$ cat src/rtl/bitscan_pkg.sv
// ============================
// Shared constants of the bit-scan peripheral
// Import with bitscan_pkg::* in a module header
// ============================

package bitscan_pkg;

  // Operand width and the width of one zero count
  localparam int unsigned DATA_WIDTH = 32;
  localparam int unsigned CNT_WIDTH  = $clog2(DATA_WIDTH);

  // One write strobe per byte of the operand
  localparam int unsigned STRB_WIDTH = DATA_WIDTH / 8;

  // The span reaches DATA_WIDTH itself, so it needs one bit more than a count
  localparam int unsigned SPAN_WIDTH = CNT_WIDTH + 1;

  // AXI4-Lite address width, enough for the two word registers
  localparam int unsigned ADDR_WIDTH = 4;

  // Register map
  // The operand register is read/write
  localparam logic [ADDR_WIDTH-1:0] ADDR_OPERAND = 4'h0;
  // The result register is read-only, a write to it answers with an error
  localparam logic [ADDR_WIDTH-1:0] ADDR_RESULT  = 4'h4;

  // Field positions in the result word
  // Trailing count sits in bits 4 to 0
  localparam int unsigned RES_TZ_LSB    = 0;
  // Leading count sits in bits 12 to 8
  localparam int unsigned RES_LZ_LSB    = 8;
  // Set when the operand holds no one bit
  localparam int unsigned RES_EMPTY_BIT = 16;
  // Span of significant bits sits in bits 29 to 24
  localparam int unsigned RES_SPAN_LSB  = 24;

  // AXI response codes
  localparam logic [1:0] RESP_OKAY   = 2'b00;
  localparam logic [1:0] RESP_SLVERR = 2'b10;

endpackage
$ cat src/rtl/bitscan_top.sv
// ============================
// Bit-scan peripheral top level with an AXI4-Lite slave port
// ============================

`timescale 1ns/10ps

module bitscan_top
  import bitscan_pkg::*;
(
  input  logic                  clk_i,
  input  logic                  rst_n_i,

  input  logic [ADDR_WIDTH-1:0] awaddr_i,
  input  logic                  awvalid_i,
  output logic                  awready_o,

  input  logic [DATA_WIDTH-1:0] wdata_i,
  input  logic [STRB_WIDTH-1:0] wstrb_i,
  input  logic                  wvalid_i,
  output logic                  wready_o,

  output logic [1:0]            bresp_o,
  output logic                  bvalid_o,
  input  logic                  bready_i,

  input  logic [ADDR_WIDTH-1:0] araddr_i,
  input  logic                  arvalid_i,
  output logic                  arready_o,

  output logic [DATA_WIDTH-1:0] rdata_o,
  output logic [1:0]            rresp_o,
  output logic                  rvalid_o,
  input  logic                  rready_i
);

  // Operand from the register block to both counters
  logic [DATA_WIDTH-1:0] operand;
  // Counts on their way to the combiner
  logic [CNT_WIDTH-1:0]  tz_cnt;
  logic [CNT_WIDTH-1:0]  lz_cnt;
  logic                  tz_empty;
  // Registered result word back to the register block
  logic [DATA_WIDTH-1:0] result;

  bitscan_axil_regs u_regs (
    .clk_i     (clk_i),
    .rst_n_i   (rst_n_i),
    .awaddr_i  (awaddr_i),
    .awvalid_i (awvalid_i),
    .awready_o (awready_o),
    .wdata_i   (wdata_i),
    .wstrb_i   (wstrb_i),
    .wvalid_i  (wvalid_i),
    .wready_o  (wready_o),
    .bresp_o   (bresp_o),
    .bvalid_o  (bvalid_o),
    .bready_i  (bready_i),
    .araddr_i  (araddr_i),
    .arvalid_i (arvalid_i),
    .arready_o (arready_o),
    .rdata_o   (rdata_o),
    .rresp_o   (rresp_o),
    .rvalid_o  (rvalid_o),
    .rready_i  (rready_i),
    .operand_o (operand),
    .result_i  (result)
  );

  // Counts zeros below the lowest one bit
  lzc #(.WIDTH(DATA_WIDTH), .MODE(1'b0)) u_lzc_trail (
    .in_i    (operand),
    .cnt_o   (tz_cnt),
    .empty_o (tz_empty)
  );

  // Counts zeros above the highest one bit
  // Its empty flag always equals the trailing one and stays open
  lzc #(.WIDTH(DATA_WIDTH), .MODE(1'b1)) u_lzc_lead (
    .in_i    (operand),
    .cnt_o   (lz_cnt),
    .empty_o ()
  );

  bitscan_combine u_combine (
    .clk_i      (clk_i),
    .rst_n_i    (rst_n_i),
    .tz_cnt_i   (tz_cnt),
    .lz_cnt_i   (lz_cnt),
    .tz_empty_i (tz_empty),
    .result_o   (result)
  );

endmodule

$ cat src/rtl/bitscan_axil_regs.sv
// ============================
// AXI4-Lite slave with the operand and result registers
// One write and one read may be outstanding at a time
// ============================

`timescale 1ns/10ps

module bitscan_axil_regs
  import bitscan_pkg::*;
(
  input  logic                  clk_i,
  input  logic                  rst_n_i,

  // Write address channel
  input  logic [ADDR_WIDTH-1:0] awaddr_i,
  input  logic                  awvalid_i,
  output logic                  awready_o,

  // Write data channel
  input  logic [DATA_WIDTH-1:0] wdata_i,
  input  logic [STRB_WIDTH-1:0] wstrb_i,
  input  logic                  wvalid_i,
  output logic                  wready_o,

  // Write response channel
  output logic [1:0]            bresp_o,
  output logic                  bvalid_o,
  input  logic                  bready_i,

  // Read address channel
  input  logic [ADDR_WIDTH-1:0] araddr_i,
  input  logic                  arvalid_i,
  output logic                  arready_o,

  // Read data channel
  output logic [DATA_WIDTH-1:0] rdata_o,
  output logic [1:0]            rresp_o,
  output logic                  rvalid_o,
  input  logic                  rready_i,

  // Towards the zero counters and back from the combiner
  output logic [DATA_WIDTH-1:0] operand_o,
  input  logic [DATA_WIDTH-1:0] result_i
);

  // Operand register seen by both counters
  logic [DATA_WIDTH-1:0] operand_q;

  // Write response state and payload
  logic                  bvalid_q;
  logic [1:0]            bresp_q;

  // Read response state and payload
  logic                  rvalid_q;
  logic [DATA_WIDTH-1:0] rdata_q;
  logic [1:0]            rresp_q;

  // Transfer strobes for the address and data channels
  logic                  wr_fire;
  logic                  rd_fire;

  // Write decode
  logic                  wr_to_operand;
  logic                  wr_load;
  logic [1:0]            wr_resp_d;

  // Read decode
  logic [DATA_WIDTH-1:0] rd_data_d;
  logic [1:0]            rd_resp_d;

  // AW and W are taken together, and only while no write response waits
  assign wr_fire   = awvalid_i & wvalid_i & ~bvalid_q;
  assign awready_o = wr_fire;
  assign wready_o  = wr_fire;

  // A read address is taken whenever no read response waits
  assign rd_fire   = arvalid_i & ~rvalid_q;
  assign arready_o = ~rvalid_q;

  assign wr_to_operand = (awaddr_i == ADDR_OPERAND);

  // Only a full-word write changes the operand
  // A partial strobe is still answered with OKAY but leaves the register alone
  assign wr_load = wr_fire & wr_to_operand & (&wstrb_i);

  // The result register and unmapped addresses refuse writes
  assign wr_resp_d = wr_to_operand ? RESP_OKAY : RESP_SLVERR;

  always_comb begin
    case (araddr_i)
      ADDR_OPERAND: begin
        rd_data_d = operand_q;
        rd_resp_d = RESP_OKAY;
      end
      ADDR_RESULT: begin
        rd_data_d = result_i;
        rd_resp_d = RESP_OKAY;
      end
      default: begin
        // Unmapped reads return zero with an error
        rd_data_d = '0;
        rd_resp_d = RESP_SLVERR;
      end
    endcase
  end

  // Control state and the operand
  always_ff @(posedge clk_i) begin
    if (!rst_n_i) begin
      operand_q <= '0;
      bvalid_q  <= 1'b0;
      rvalid_q  <= 1'b0;
    end else begin
      // The operand loads on the same edge as the write transfer
      if (wr_load) begin
        operand_q <= wdata_i;
      end

      // bvalid rises with the write transfer and holds until bready
      if (wr_fire) begin
        bvalid_q <= 1'b1;
      end else if (bready_i) begin
        bvalid_q <= 1'b0;
      end

      // rvalid rises with the read address transfer and holds until rready
      if (rd_fire) begin
        rvalid_q <= 1'b1;
      end else if (rready_i) begin
        rvalid_q <= 1'b0;
      end
    end
  end

  // Response payloads only change on a new transfer
  // so they stay stable while the master stalls
  always_ff @(posedge clk_i) begin
    if (wr_fire) begin
      bresp_q <= wr_resp_d;
    end
    if (rd_fire) begin
      rdata_q <= rd_data_d;
      rresp_q <= rd_resp_d;
    end
  end

  assign operand_o = operand_q;

  assign bvalid_o  = bvalid_q;
  assign bresp_o   = bresp_q;

  assign rvalid_o  = rvalid_q;
  assign rdata_o   = rdata_q;
  assign rresp_o   = rresp_q;

endmodule

$ cat src/rtl/bitscan_combine.sv
// ============================
// Packs both zero counts into the registered result word
// Adds the empty flag and the span of significant bits
// ============================

`timescale 1ns/10ps

module bitscan_combine
  import bitscan_pkg::*;
(
  input  logic                  clk_i,
  input  logic                  rst_n_i,
  input  logic [CNT_WIDTH-1:0]  tz_cnt_i,
  input  logic [CNT_WIDTH-1:0]  lz_cnt_i,
  input  logic                  tz_empty_i,
  output logic [DATA_WIDTH-1:0] result_o
);

  // Span from the lowest to the highest one bit, inclusive
  logic [SPAN_WIDTH-1:0] span;

  // Result word as it will be stored on the next edge
  logic [DATA_WIDTH-1:0] result_d;
  logic [DATA_WIDTH-1:0] result_q;

  // Both counts are zero extended to the span width before subtracting
  // With one bit at each end the span reaches DATA_WIDTH, hence the extra bit
  assign span = SPAN_WIDTH'(DATA_WIDTH)
              - {1'b0, tz_cnt_i}
              - {1'b0, lz_cnt_i};

  always_comb begin
    // Unused bits of the word read as zero
    result_d = '0;
    if (tz_empty_i) begin
      // No one bit in the operand
      // Both counters report 31 here, so the fields are left at zero
      // and only the flag is raised
      result_d[RES_EMPTY_BIT] = 1'b1;
    end else begin
      result_d[RES_TZ_LSB +: CNT_WIDTH]    = tz_cnt_i;
      result_d[RES_LZ_LSB +: CNT_WIDTH]    = lz_cnt_i;
      result_d[RES_SPAN_LSB +: SPAN_WIDTH] = span;
    end
  end

  // Single register stage
  // Each new operand replaces the previous result one edge later
  always_ff @(posedge clk_i) begin
    if (!rst_n_i) begin
      // After reset the operand is zero, so the word starts as the empty result
      result_q                <= '0;
      result_q[RES_EMPTY_BIT] <= 1'b1;
    end else begin
      result_q <= result_d;
    end
  end

  assign result_o = result_q;

endmodule

$ cat src/rtl/lzc.sv
// ============================
// Leading or trailing zero counter as a combinational binary tree
// MODE 0 counts from bit 0, MODE 1 counts from the top bit
// ============================

`timescale 1ns/10ps

module lzc #(
  // Number of input bits to scan
  parameter int unsigned WIDTH = 2,
  // Scan direction, 0 counts trailing zeros and 1 counts leading zeros
  parameter bit          MODE  = 1'b0,
  // Count width follows from WIDTH and is never set from outside
  localparam int unsigned CNT_W = (WIDTH > 1) ? $clog2(WIDTH) : 1
) (
  input  logic [WIDTH-1:0] in_i,
  output logic [CNT_W-1:0] cnt_o,
  output logic             empty_o
);

  if (WIDTH == 1) begin : gen_single_bit

    // A lone bit has no zeros in front of it when set
    // When clear the count is width minus one, which is zero here
    assign cnt_o   = '0;
    assign empty_o = ~in_i[0];

  end else begin : gen_tree

    // Tree depth and the number of leaves after padding to a power of two
    localparam int unsigned NUM_LEVELS = $clog2(WIDTH);
    localparam int unsigned NUM_LEAVES = 2 ** NUM_LEVELS;

    // Vector that the tree searches, always starting from bit 0
    logic [WIDTH-1:0] scan_vec;

    // Tree nodes kept in heap order
    // Node n has its children at 2n+1 (lower bits) and 2n+2 (upper bits)
    // Leaf k sits at index NUM_LEAVES-1+k
    logic [2*NUM_LEAVES-2:0]            sel_nodes;
    logic [2*NUM_LEAVES-2:0][CNT_W-1:0] idx_nodes;

    if (MODE) begin : gen_mirror
      // Leading zero mode reverses the bit order
      // so the search from bit 0 finds the highest one bit
      for (genvar i = 0; i < WIDTH; i++) begin : gen_bit
        assign scan_vec[i] = in_i[WIDTH-1-i];
      end
    end else begin : gen_direct
      // Trailing zero mode searches the input as it is
      assign scan_vec = in_i;
    end

    // Leaves carry one input bit and its own position
    for (genvar k = 0; k < NUM_LEAVES; k++) begin : gen_leaf
      if (k < WIDTH) begin : gen_used
        assign sel_nodes[NUM_LEAVES-1+k] = scan_vec[k];
      end else begin : gen_pad
        // Padding leaves never hold a one bit
        assign sel_nodes[NUM_LEAVES-1+k] = 1'b0;
      end
      assign idx_nodes[NUM_LEAVES-1+k] = CNT_W'(k);
    end

    // Inner nodes report whether their subtree holds a one bit
    // and pass up the lowest position that does
    for (genvar n = 0; n < NUM_LEAVES - 1; n++) begin : gen_node
      assign sel_nodes[n] = sel_nodes[2*n+1] | sel_nodes[2*n+2];
      // The lower child wins when it holds a one, else the upper child is taken
      assign idx_nodes[n] = sel_nodes[2*n+1] ? idx_nodes[2*n+1] : idx_nodes[2*n+2];
    end

    // Root of the tree gives the result
    // An empty input reports width minus one, also for widths that needed padding
    assign cnt_o   = sel_nodes[0] ? idx_nodes[0] : CNT_W'(WIDTH - 1);
    assign empty_o = ~sel_nodes[0];

  end

endmodule

$ cat config.mk
export PLATFORM = sky130hd
export DESIGN_NAME = bitscan_top
export DESIGN_NICKNAME = d
export VERILOG_FILES = /design/src/rtl/bitscan_pkg.sv /design/src/rtl/bitscan_top.sv /design/src/rtl/bitscan_axil_regs.sv /design/src/rtl/bitscan_combine.sv /design/src/rtl/lzc.sv
export SDC_FILE = /design/constraint.sdc
export NUM_CORES = 1
export LEC_CHECK = 0
export BUFFER_PORTS_ARGS = -buffer_cell sky130_fd_sc_hd__buf_2
export CORE_MARGIN = 10
export CORE_UTILIZATION = 50
export DETAILED_ROUTE_END_ITERATION = 8
export PLACE_DENSITY = 0.77
export SLEW_MARGIN = 20
export SYNTH_ARGS = -nofsm -noshare
export SYNTH_HDL_FRONTEND = slang
export SYNTH_SLANG_ARGS = --single-unit
$ cat constraint.sdc
create_clock -name clk_i -period 4.8 [get_ports clk_i]
set_clock_uncertainty 0.05 [all_clocks]
set_input_delay 0.96 -clock clk_i [delete_from_list [all_inputs] [get_ports clk_i]]
set_output_delay 0.96 -clock clk_i [all_outputs]
set_load 0.01 [all_outputs]
==> results of run 1 <==
worst reg2reg max path, stage by stage, from the launching register on:
cell and delay, ns:
sky130_fd_sc_hd__dfxtp_1 0.40, sky130_fd_sc_hd__nor4_4 0.46, sky130_fd_sc_hd__nand4_2 0.32, sky130_fd_sc_hd__o311ai_0 0.26, sky130_fd_sc_hd__o21ai_0 0.20, sky130_fd_sc_hd__ha_1 0.33, sky130_fd_sc_hd__inv_1 0.05, sky130_fd_sc_hd__ha_1 0.20
sky130_fd_sc_hd__inv_1 0.07, sky130_fd_sc_hd__fa_1 0.20, sky130_fd_sc_hd__inv_1 0.05, sky130_fd_sc_hd__a21o_1 0.17, sky130_fd_sc_hd__a21oi_1 0.16, sky130_fd_sc_hd__mux2i_1 0.21, sky130_fd_sc_hd__nor2b_1 0.07
worst max-delay path by stage:
stage                   startpoint                      to  slack (ns)
2_1_floorplan            arvalid_i       u_regs.rdata_o[0]        1.87
3_3_place_gp   u_regs.operand_o[8]  u_combine.result_o[29]        1.69
3_5_place_dp   u_regs.operand_o[4]  u_combine.result_o[29]        1.57
4_1_cts        u_regs.operand_o[4]  u_combine.result_o[29]        1.54
5_1_grt        u_regs.operand_o[4]  u_combine.result_o[29]        1.28
6_report       u_regs.operand_o[4]  u_combine.result_o[29]        1.51
cell families after synthesis:
family | after synthesis | share of synthesized area, %
DFF | 85 | 51.19
muxes | 18 | 4.517
AOI/OAI and AO/OA | 80 | 14.24
adders and majority gates | 9 | 3.011
other | 1 | 0.09401
buffers and inverters | 41 | 4.862
and+or+nand+nor | 171 | 21.42
xor gates and xnor gates | 3 | 0.6588
cell type report:
cell class | count | area, µm² | area share [%]
clock inverter | 7 | 56.30 | 1.213
clock buffer | 9 | 123.9 | 2.669
tap | 102 | 127.6 | 2.750
multi-input combinational | 283 | 1767 | 38.07
inverter | 19 | 71.32 | 1.537
sequential | 85 | 2042 | 44.00
timing repair buffer | 90 | 452.9 | 9.760
layer usage:
layer / share of wire, % / global-route usage (%) / wire (µm)
met5: 0 / 0 / 0
met4: 1.3 / 3.903 / 131
met3: 7.1 / 5.266 / 707
met2: 43 / 25.66 / 4257
met1: 49 / 23.65 / 4845
synth_stat cells (2+ instances only):
library cell / number / area share (%)
sky130_fd_sc_hd__nand2_1: 72 / 6.8
sky130_fd_sc_hd__dfxtp_1: 51 / 26
sky130_fd_sc_hd__nor2_1: 42 / 4.0
sky130_fd_sc_hd__edfxtp_1: 34 / 26
sky130_fd_sc_hd__a21boi_1: 32 / 6.0
sky130_fd_sc_hd__inv_1: 19 / 1.8
sky130_fd_sc_hd__mux2i_1: 18 / 4.5
sky130_fd_sc_hd__and2_1: 15 / 2.4
sky130_fd_sc_hd__a21oi_1: 10 / 1.3
sky130_fd_sc_hd__clkbuf_1: 9 / 0.85
sky130_fd_sc_hd__o21ai_0: 9 / 1.1
sky130_fd_sc_hd__ha_1: 8 / 2.5
sky130_fd_sc_hd__nor3_1: 7 / 0.88
sky130_fd_sc_hd__buf_2: 5 / 0.63
sky130_fd_sc_hd__nor2b_1: 5 / 0.78
sky130_fd_sc_hd__o211ai_1: 5 / 0.94
sky130_fd_sc_hd__nand2b_1: 4 / 0.63
sky130_fd_sc_hd__nand3_1: 4 / 0.50
sky130_fd_sc_hd__nor4_2: 4 / 1.3
sky130_fd_sc_hd__a211o_1: 3 / 0.66
sky130_fd_sc_hd__a21boi_0: 3 / 0.56
sky130_fd_sc_hd__buf_4: 3 / 0.56
sky130_fd_sc_hd__buf_6: 3 / 0.85
sky130_fd_sc_hd__or3_1: 3 / 0.47
sky130_fd_sc_hd__xor2_1: 3 / 0.66
sky130_fd_sc_hd__a21o_1: 2 / 0.38
sky130_fd_sc_hd__a22oi_1: 2 / 0.38
sky130_fd_sc_hd__buf_1: 2 / 0.19
sky130_fd_sc_hd__nand4_2: 2 / 0.63
sky130_fd_sc_hd__nor4_1: 2 / 0.31
sky130_fd_sc_hd__nor4_4: 2 / 1.1
sky130_fd_sc_hd__o311ai_0: 2 / 0.44
sky130_fd_sc_hd__o31a_1: 2 / 0.44
sky130_fd_sc_hd__o31ai_1: 2 / 0.38
sky130_fd_sc_hd__or4_1: 2 / 0.38
report_power, final:
group / leakage (nW) / internal [mW] / total (mW) / switching [mW]
Sequential: 0.746 / 0.765 / 0.770 / 0.00469
Combinational: 1.10 / 0.0382 / 0.0850 / 0.0468
Clock: 0.0910 / 0.195 / 0.476 / 0.281
Total: 1.94 / 0.999 / 1.33 / 0.332
state kept, by name, summed over array words and instances (netlist names):
signal / count
u_regs.bvalid_o: 1
u_regs.rvalid_o: 1
u_combine.result_o: 17
u_regs.operand_o: 32
u_regs.bresp_o: 1
u_regs.rdata_o: 32
u_regs.rresp_o: 1
==> run summary, run 1 <==
The run finished with clean final reports. The number of inserted filler cells in the final layout is 680. The cell count after synthesis came out at 408.

The synthesized netlist occupies a cell area of 3989 µm². The signal on the critical path passes through nor4_4, nand4_2, o311ai_0, o21ai_0, ha_1, inv_1, ha_1, inv_1, fa_1, inv_1, a21o_1, a21oi_1, mux2i_1, nor2b_1. The pin slew with the least headroom to its limit came out at 1.054 ns.

The tightest hold path in the finished design has a slack of 0.4635 ns. The max-capacitance violation count came out at 0. The largest net degree at the start of global routing is 41. The standby leakage power came out at 1.941 nW.

The number of antenna violations at the first check in global routing was 0. The final standard cell utilization of the core came out at 60.06%. In the final routed layout, each cell accounts on average for 16.71 µm. The number of endpoints failing setup at the final stage is 0. For this run, the number of standard cells in the final layout without fillers is 595. The critical path runs through a total of 14 cells. Setup repair after global routing left no endpoint under its margin. The final design instance area without fill is 4641 µm². The kind of critical path is flip-flop to flip-flop.

The capturing point of the worst reg2reg path is u_combine.result_o[29]. TritonCTS created 9 clock buffers. The number of synthesized register bits is 85. For this run the aggregate overflow at the end of global routing stands at 0. In this run the count of I/O pins placed on the die edge is 92. The data arrival time at the worst-slack endpoint came out at 3.50 ns. The total power divided by cell area came out at 286.8 nW/µm². The share of the clock period used by the worst path after layout is 68.55%.

The wire length of the first global-routing pass came out at 15,980 µm. The setup TNS is 0 ns. At the end of routability-driven placement, the weighted congestion stood at 0.8317. In the routed layout, each cell is associated on average with a via count of 5.240. The highest fanout seen on the critical path came out at 10. The final-stage net count is 548. Broken down by cell family, the worst path's largest delay share belongs to simple AND/OR/NAND/NOR gates. In this run, synthesis inferred 34 flip-flops with an integrated enable. The library cells used most frequently in the layout, excluding fill and tap cells, are sky130_fd_sc_hd__buf_2, sky130_fd_sc_hd__nand2_1, sky130_fd_sc_hd__dfxtp_1. The total area inside the core boundary comes to 7727 µm². The half-perimeter wire length after detailed placement is 7597 µm.

The number of library cell types mapped by synthesis is 52. After clock tree synthesis, the setup repair step added 0 buffers. The final critical-path required period is 3.290 ns. The post-CTS resize count came out at 0.

The final wirelength came out at 9942 µm. The count of TritonRoute iterations in the first routing pass came out at 4. The number of levels in the clock H-tree is 3. Including well taps, the total number of placed cells is 579. The yosys synthesis warning count came out at 0.

The slowest stage of the critical path belongs to the cell sky130_fd_sc_hd__nor4_4. After layout, the worst setup slack is 1.510 ns. The path with the worst hold slack has its endpoint at u_regs.bvalid_o. The width of the die is 109.3 µm. The maximum ir drop on the vdd rail is 0.0001364 V. The fmax is 303.9 MHz. The proportion of layout cells with a drive suffix above 1 came out at 23.94%.

For this run, design rule violations remaining after detail routing come to 0. The path class of the tightest hold or removal check is flip-flop to flip-flop. The placement-stage cell area is 4459 µm².

For this run, the total global-route usage over all layers was measured as 17.08%. Buffers placed on the I/O ports in this run total 89. The share of synthesized flip-flops with an asynchronous set or reset came out at 0%.

The headroom to the max-slew limit came out at 29.50%. The cell chosen for the clock root is sky130_fd_sc_hd__clkbuf_8. The library cell used most frequently in the layout, excluding fill and tap cells, is sky130_fd_sc_hd__buf_2. After the first detailed-routing iteration, the DRC count stood at 134.

The number of diodes added for antenna fixing came out at 0. The via count of the first global-routing pass is 3,089. The post-synthesis sequential area ratio came out at 51.19%. The overall power came out at 1.331 mW. The count of clock tree sinks came out at 85. The startpoint identified for the worst register-to-register timing path is u_regs.operand_o[4]. The effective utilization at floorplan came out at 51.62%.

The hold violation total from the final report is 0. The area added between synthesis and finish came out at 16.34%. The mean instance size in the synthesized netlist came out at 9.777 µm². The worst hold path passes through 2 cells.

The floorplan die area is 11,950 µm². The pre-CTS setup slack came out at 1.566 ns. The via count of the routed design came out at 3,118.

The cell row count is 32. The logic depth of the worst register-to-register path is 14. The clock passes through at most 2 buffers.

The worst path buffer plus inverter count is 3. Measured along the y axis, the die boundary spans 109.3 µm. The max-slew violation count was 0. Data on the critical path is required at its endpoint by 5.01 ns.

For flop-to-flop paths, the worst setup slack is 1.51 ns. On the worst path, the slowest cell contributes a delay of 0.46 ns. The number of nets with antenna violations after routing is 0. The worst setup path is launched from a flip-flop.

Hold repair after CTS inserted 0 buffers. STA classifies the critical path endpoint as a flip-flop. The most used flip-flop cell after synthesis is sky130_fd_sc_hd__dfxtp_1. The source of the worst hold timing path is u_regs.bvalid_o. The later pin in the worst-skew pair is clocked with a latency of 0.36 ns. The clock tree from TritonCTS is done. The clock transition at the registers of the reported paths came out at 0.09 ns.

Counting stages on the worst path, the most repeated cell is sky130_fd_sc_hd__inv_1.
Power figures use the tool's default switching activity.
==> run 2, diff against run 1 <==
- clock period: 4.8 -> 3.2 ns (I/O delays scaled with it)
==> run summary, run 2 (same netlist as run 1, synthesis figures left out) <==
The kind of critical path is flip-flop to flip-flop. The slowest stage of the critical path belongs to the cell sky130_fd_sc_hd__a2111o_1. The hold violation total from the final report is 0 (unchanged).

The number of cells in the design after placement is 596 (+2.9%). The insertion delay of the later-clocked pin in the worst-skew pair came out at 0.35 ns (about the same). The setup TNS is 0 ns (unchanged).

The count of clock tree sinks is 85 (unchanged). The share of the clock period used by the worst path after layout was 94.85% (+26 points). The number of levels in the clock H-tree is 3 (unchanged). The endpoint of the worst hold path is u_regs.operand_o[13]. The clock tree from TritonCTS is done. The flow ran to the end, and the final reports show no timing, DRC or antenna violations. In this run the most critical hold path is launched from u_regs.operand_o[13].

The cell row count was 32 (unchanged). The total power divided by cell area is 415.2 nW/µm² (+45%). The area added between synthesis and finish is 22.21%. The overall overflow remaining after global route came out at 0 (unchanged). The overall power is 2.024 mW (+52%). The via count of the routed design came out at 3,241 (+3.9%). The final critical-path required period is 3.035 ns (-0.2549 ns). The number of remaining DRC errors came out at 0 (unchanged). The effective utilization at floorplan came out at 51.62% (unchanged).

The worst path buffer plus inverter count was 3 (unchanged). The per-cell routed wire length came out at 17.02 µm (+1.9%). The width of the die is 109.3 µm (unchanged). The standby leakage power came out at 2.082 nW (+7.2%). The required time at the worst-slack endpoint came out at 3.39 ns (-1.62 ns). The delay contributed by the slowest stage of the critical path was 0.43 ns (-0.03 ns). The die height is 109.3 µm (unchanged). The maximum ir drop on the vdd rail is 0.0002119 V (+55%). The maximum count of clock buffers along a single path is 2 (unchanged).

The weighted congestion reported at the end of routability-driven placement came out at 0.9067 (+9.0%). The number of inserted filler cells in the final layout is 674 (-0.88%). The via count of the first global-routing pass came out at 3,267 (+5.8%). Leaving out fill and tap cells, the most frequent cell in the layout is sky130_fd_sc_hd__buf_2. The flop-to-flop setup slack came out at 0.16 ns (-1.35 ns).

The total I/O pin count is 92 (unchanged). The pin slew with the least headroom to its limit came out at 0.8767 ns (-0.1775 ns). The smallest hold slack came to 0.4611 ns (-0.002389 ns).

The cell sitting at the root of the clock tree is a sky130_fd_sc_hd__clkbuf_8. The pre-CTS setup slack came out at 0.1274 ns (-1.439 ns). The headroom to the max-slew limit was 41.16% (+12 points). The worst setup path is captured at a flip-flop. The capturing point of the worst reg2reg path is u_combine.result_o[29]. The final wirelength was 10,450 µm (+5.1%). The number of antenna violations at the first check in global routing came out at 0 (unchanged).

The number of endpoints failing setup at the final stage came out at 0 (unchanged). The count of TritonRoute iterations in the first routing pass is 4 (unchanged). The category of the worst setup path launch point is a flip-flop.

The logic depth of the worst register-to-register path came to 15 (+1). The largest net degree at the start of global routing came out at 40 (-2.4%). The total routing resource utilization after global routing came out at 17.78% (+0.70 points). The number of vias per cell is 5.279 (+0.73%).

The proportion of layout cells with a drive suffix above 1 is 28.52% (+4.6 points). The critical path depth is 15 (+1). The fmax came to 329.5 MHz (+8.4%). The beginning of the worst register-to-register path is u_regs.operand_o[23]. The floorplan die area is 11,950 µm² (unchanged). The worst hold path stage count came out at 2 (unchanged).

In the layout the commonest cells are sky130_fd_sc_hd__buf_2, sky130_fd_sc_hd__nand2_1, sky130_fd_sc_hd__dfxtp_1. The number of CTS-inserted buffers was 9 (unchanged). The max-slew violation count is 0 (unchanged).

The tightest min-delay check is of the flip-flop to flip-flop type. The total core area is 7727 µm² (unchanged). The highest fanout seen on the critical path came out at 6 (-4). The clock transition at the registers of the reported paths came out at 0.09 ns (about the same). The final critical-path setup slack came to 0.1647 ns (-1.345 ns). In this design, the largest share of critical-path delay is due to compound AO/OA/AOI/OAI gates. The wire length of the first global-routing pass came to 16,680 µm (+4.4%).

The number of diodes added for antenna fixing came out at 0 (unchanged). The number of nets with antenna violations after routing was 0 (unchanged). The number of violations reported at the end of detailed-routing iteration 0 was 193 (+44%).

The max-capacitance violation count came out at 0 (unchanged). The data arrival time at the worst-slack endpoint is 3.23 ns (-0.27 ns). The half-perimeter wire length after detailed placement is 7871 µm (+3.6%). The number of buffers inserted by port buffering came to 89 (unchanged).

The critical path goes through nor2_2, o31ai_1, a211o_1, a2111o_1, o21ai_1, ha_1, inv_1, ha_1, inv_1, fa_1, inv_1, a21o_1, a21oi_1, mux2i_1, nor2b_1. The final cell count without fillers is 614 (+3.2%). Counting stages on the worst path, the most repeated cell is sky130_fd_sc_hd__inv_1.

The final-stage net count is 567 (+3.5%). The hold-fix buffer count after cts is 0 (unchanged).
[run 2: cell types whose count changed in the layout (fill, tap and decap cells not counted), sizes merged]
cell,previous run,this run
buf,90,109
inv,23,19
clkinv,2,4
bufinv,0,1
clkbuf,9,10
[run 2: layout make-up]
type	instances	area [µm²]	area share (%)
Clock inverter	6	63.81	1.309
Timing Repair Buffer	109	595.6	12.22
Sequential cell	85	2057	42.20
Multi-Input combinational cell	283	1832	37.58
Tap cell	102	127.6	2.618
Clock buffer	10	127.6	2.618
Inverter	19	71.32	1.463
[run 2: worst min-delay path, cell delays in order (launching register included)]
cell and delay (ns):
sky130_fd_sc_hd__dfxtp_4 0.37, sky130_fd_sc_hd__nand2_1 0.06, sky130_fd_sc_hd__a21boi_1 0.05
[run 2: stage by stage]
| stage | instance area, µm² | utilization [%] |
|---|---|---|
| 6_report | 4875 | 63.08 |
| 5_1_grt | 4875 | 63.08 |
| 4_1_cts | 4778 | 61.84 |
| 3_5_place_dp | 4587 | 59.36 |
| 3_3_place_gp | 4587 | 59.36 |
| 2_1_floorplan | 3993 | - |
[run 2: power by group]
part	switching, mW	internal, mW	leakage, nW
combinational	0.0712	0.0590	1.24
clock	0.381	0.360	0.0939
sequential	0.00715	1.15	0.751
[run 2: what timing repair did]
item,in CTS,in global routing
setup endpoints to repair,0,1
hold endpoints to repair,0,0
gates resized for setup,0,24
setup buffers,0,2
[run 2: worst max-delay path by stage]
stage | to | start
after floorplan | u_combine.result_o[29] | u_regs.operand_o[4]
after global placement | u_combine.result_o[29] | u_regs.operand_o[16]
after detailed placement | u_combine.result_o[29] | u_regs.operand_o[12]
after CTS | u_combine.result_o[29] | u_regs.operand_o[12]
after global routing | u_combine.result_o[29] | u_regs.operand_o[9]
final | u_combine.result_o[29] | u_regs.operand_o[23]
[run 2: routing by layer]
layer	GRT usage [%]	wire length (µm)	part of all wire [%]	up-vias
met1	23.90	4836	46	1524
met3	4.974	759	7.3	12
met4	6.320	165	1.6	0
met2	26.91	4690	45	93
met5	0	0	0	-
li1	-	-	-	1612
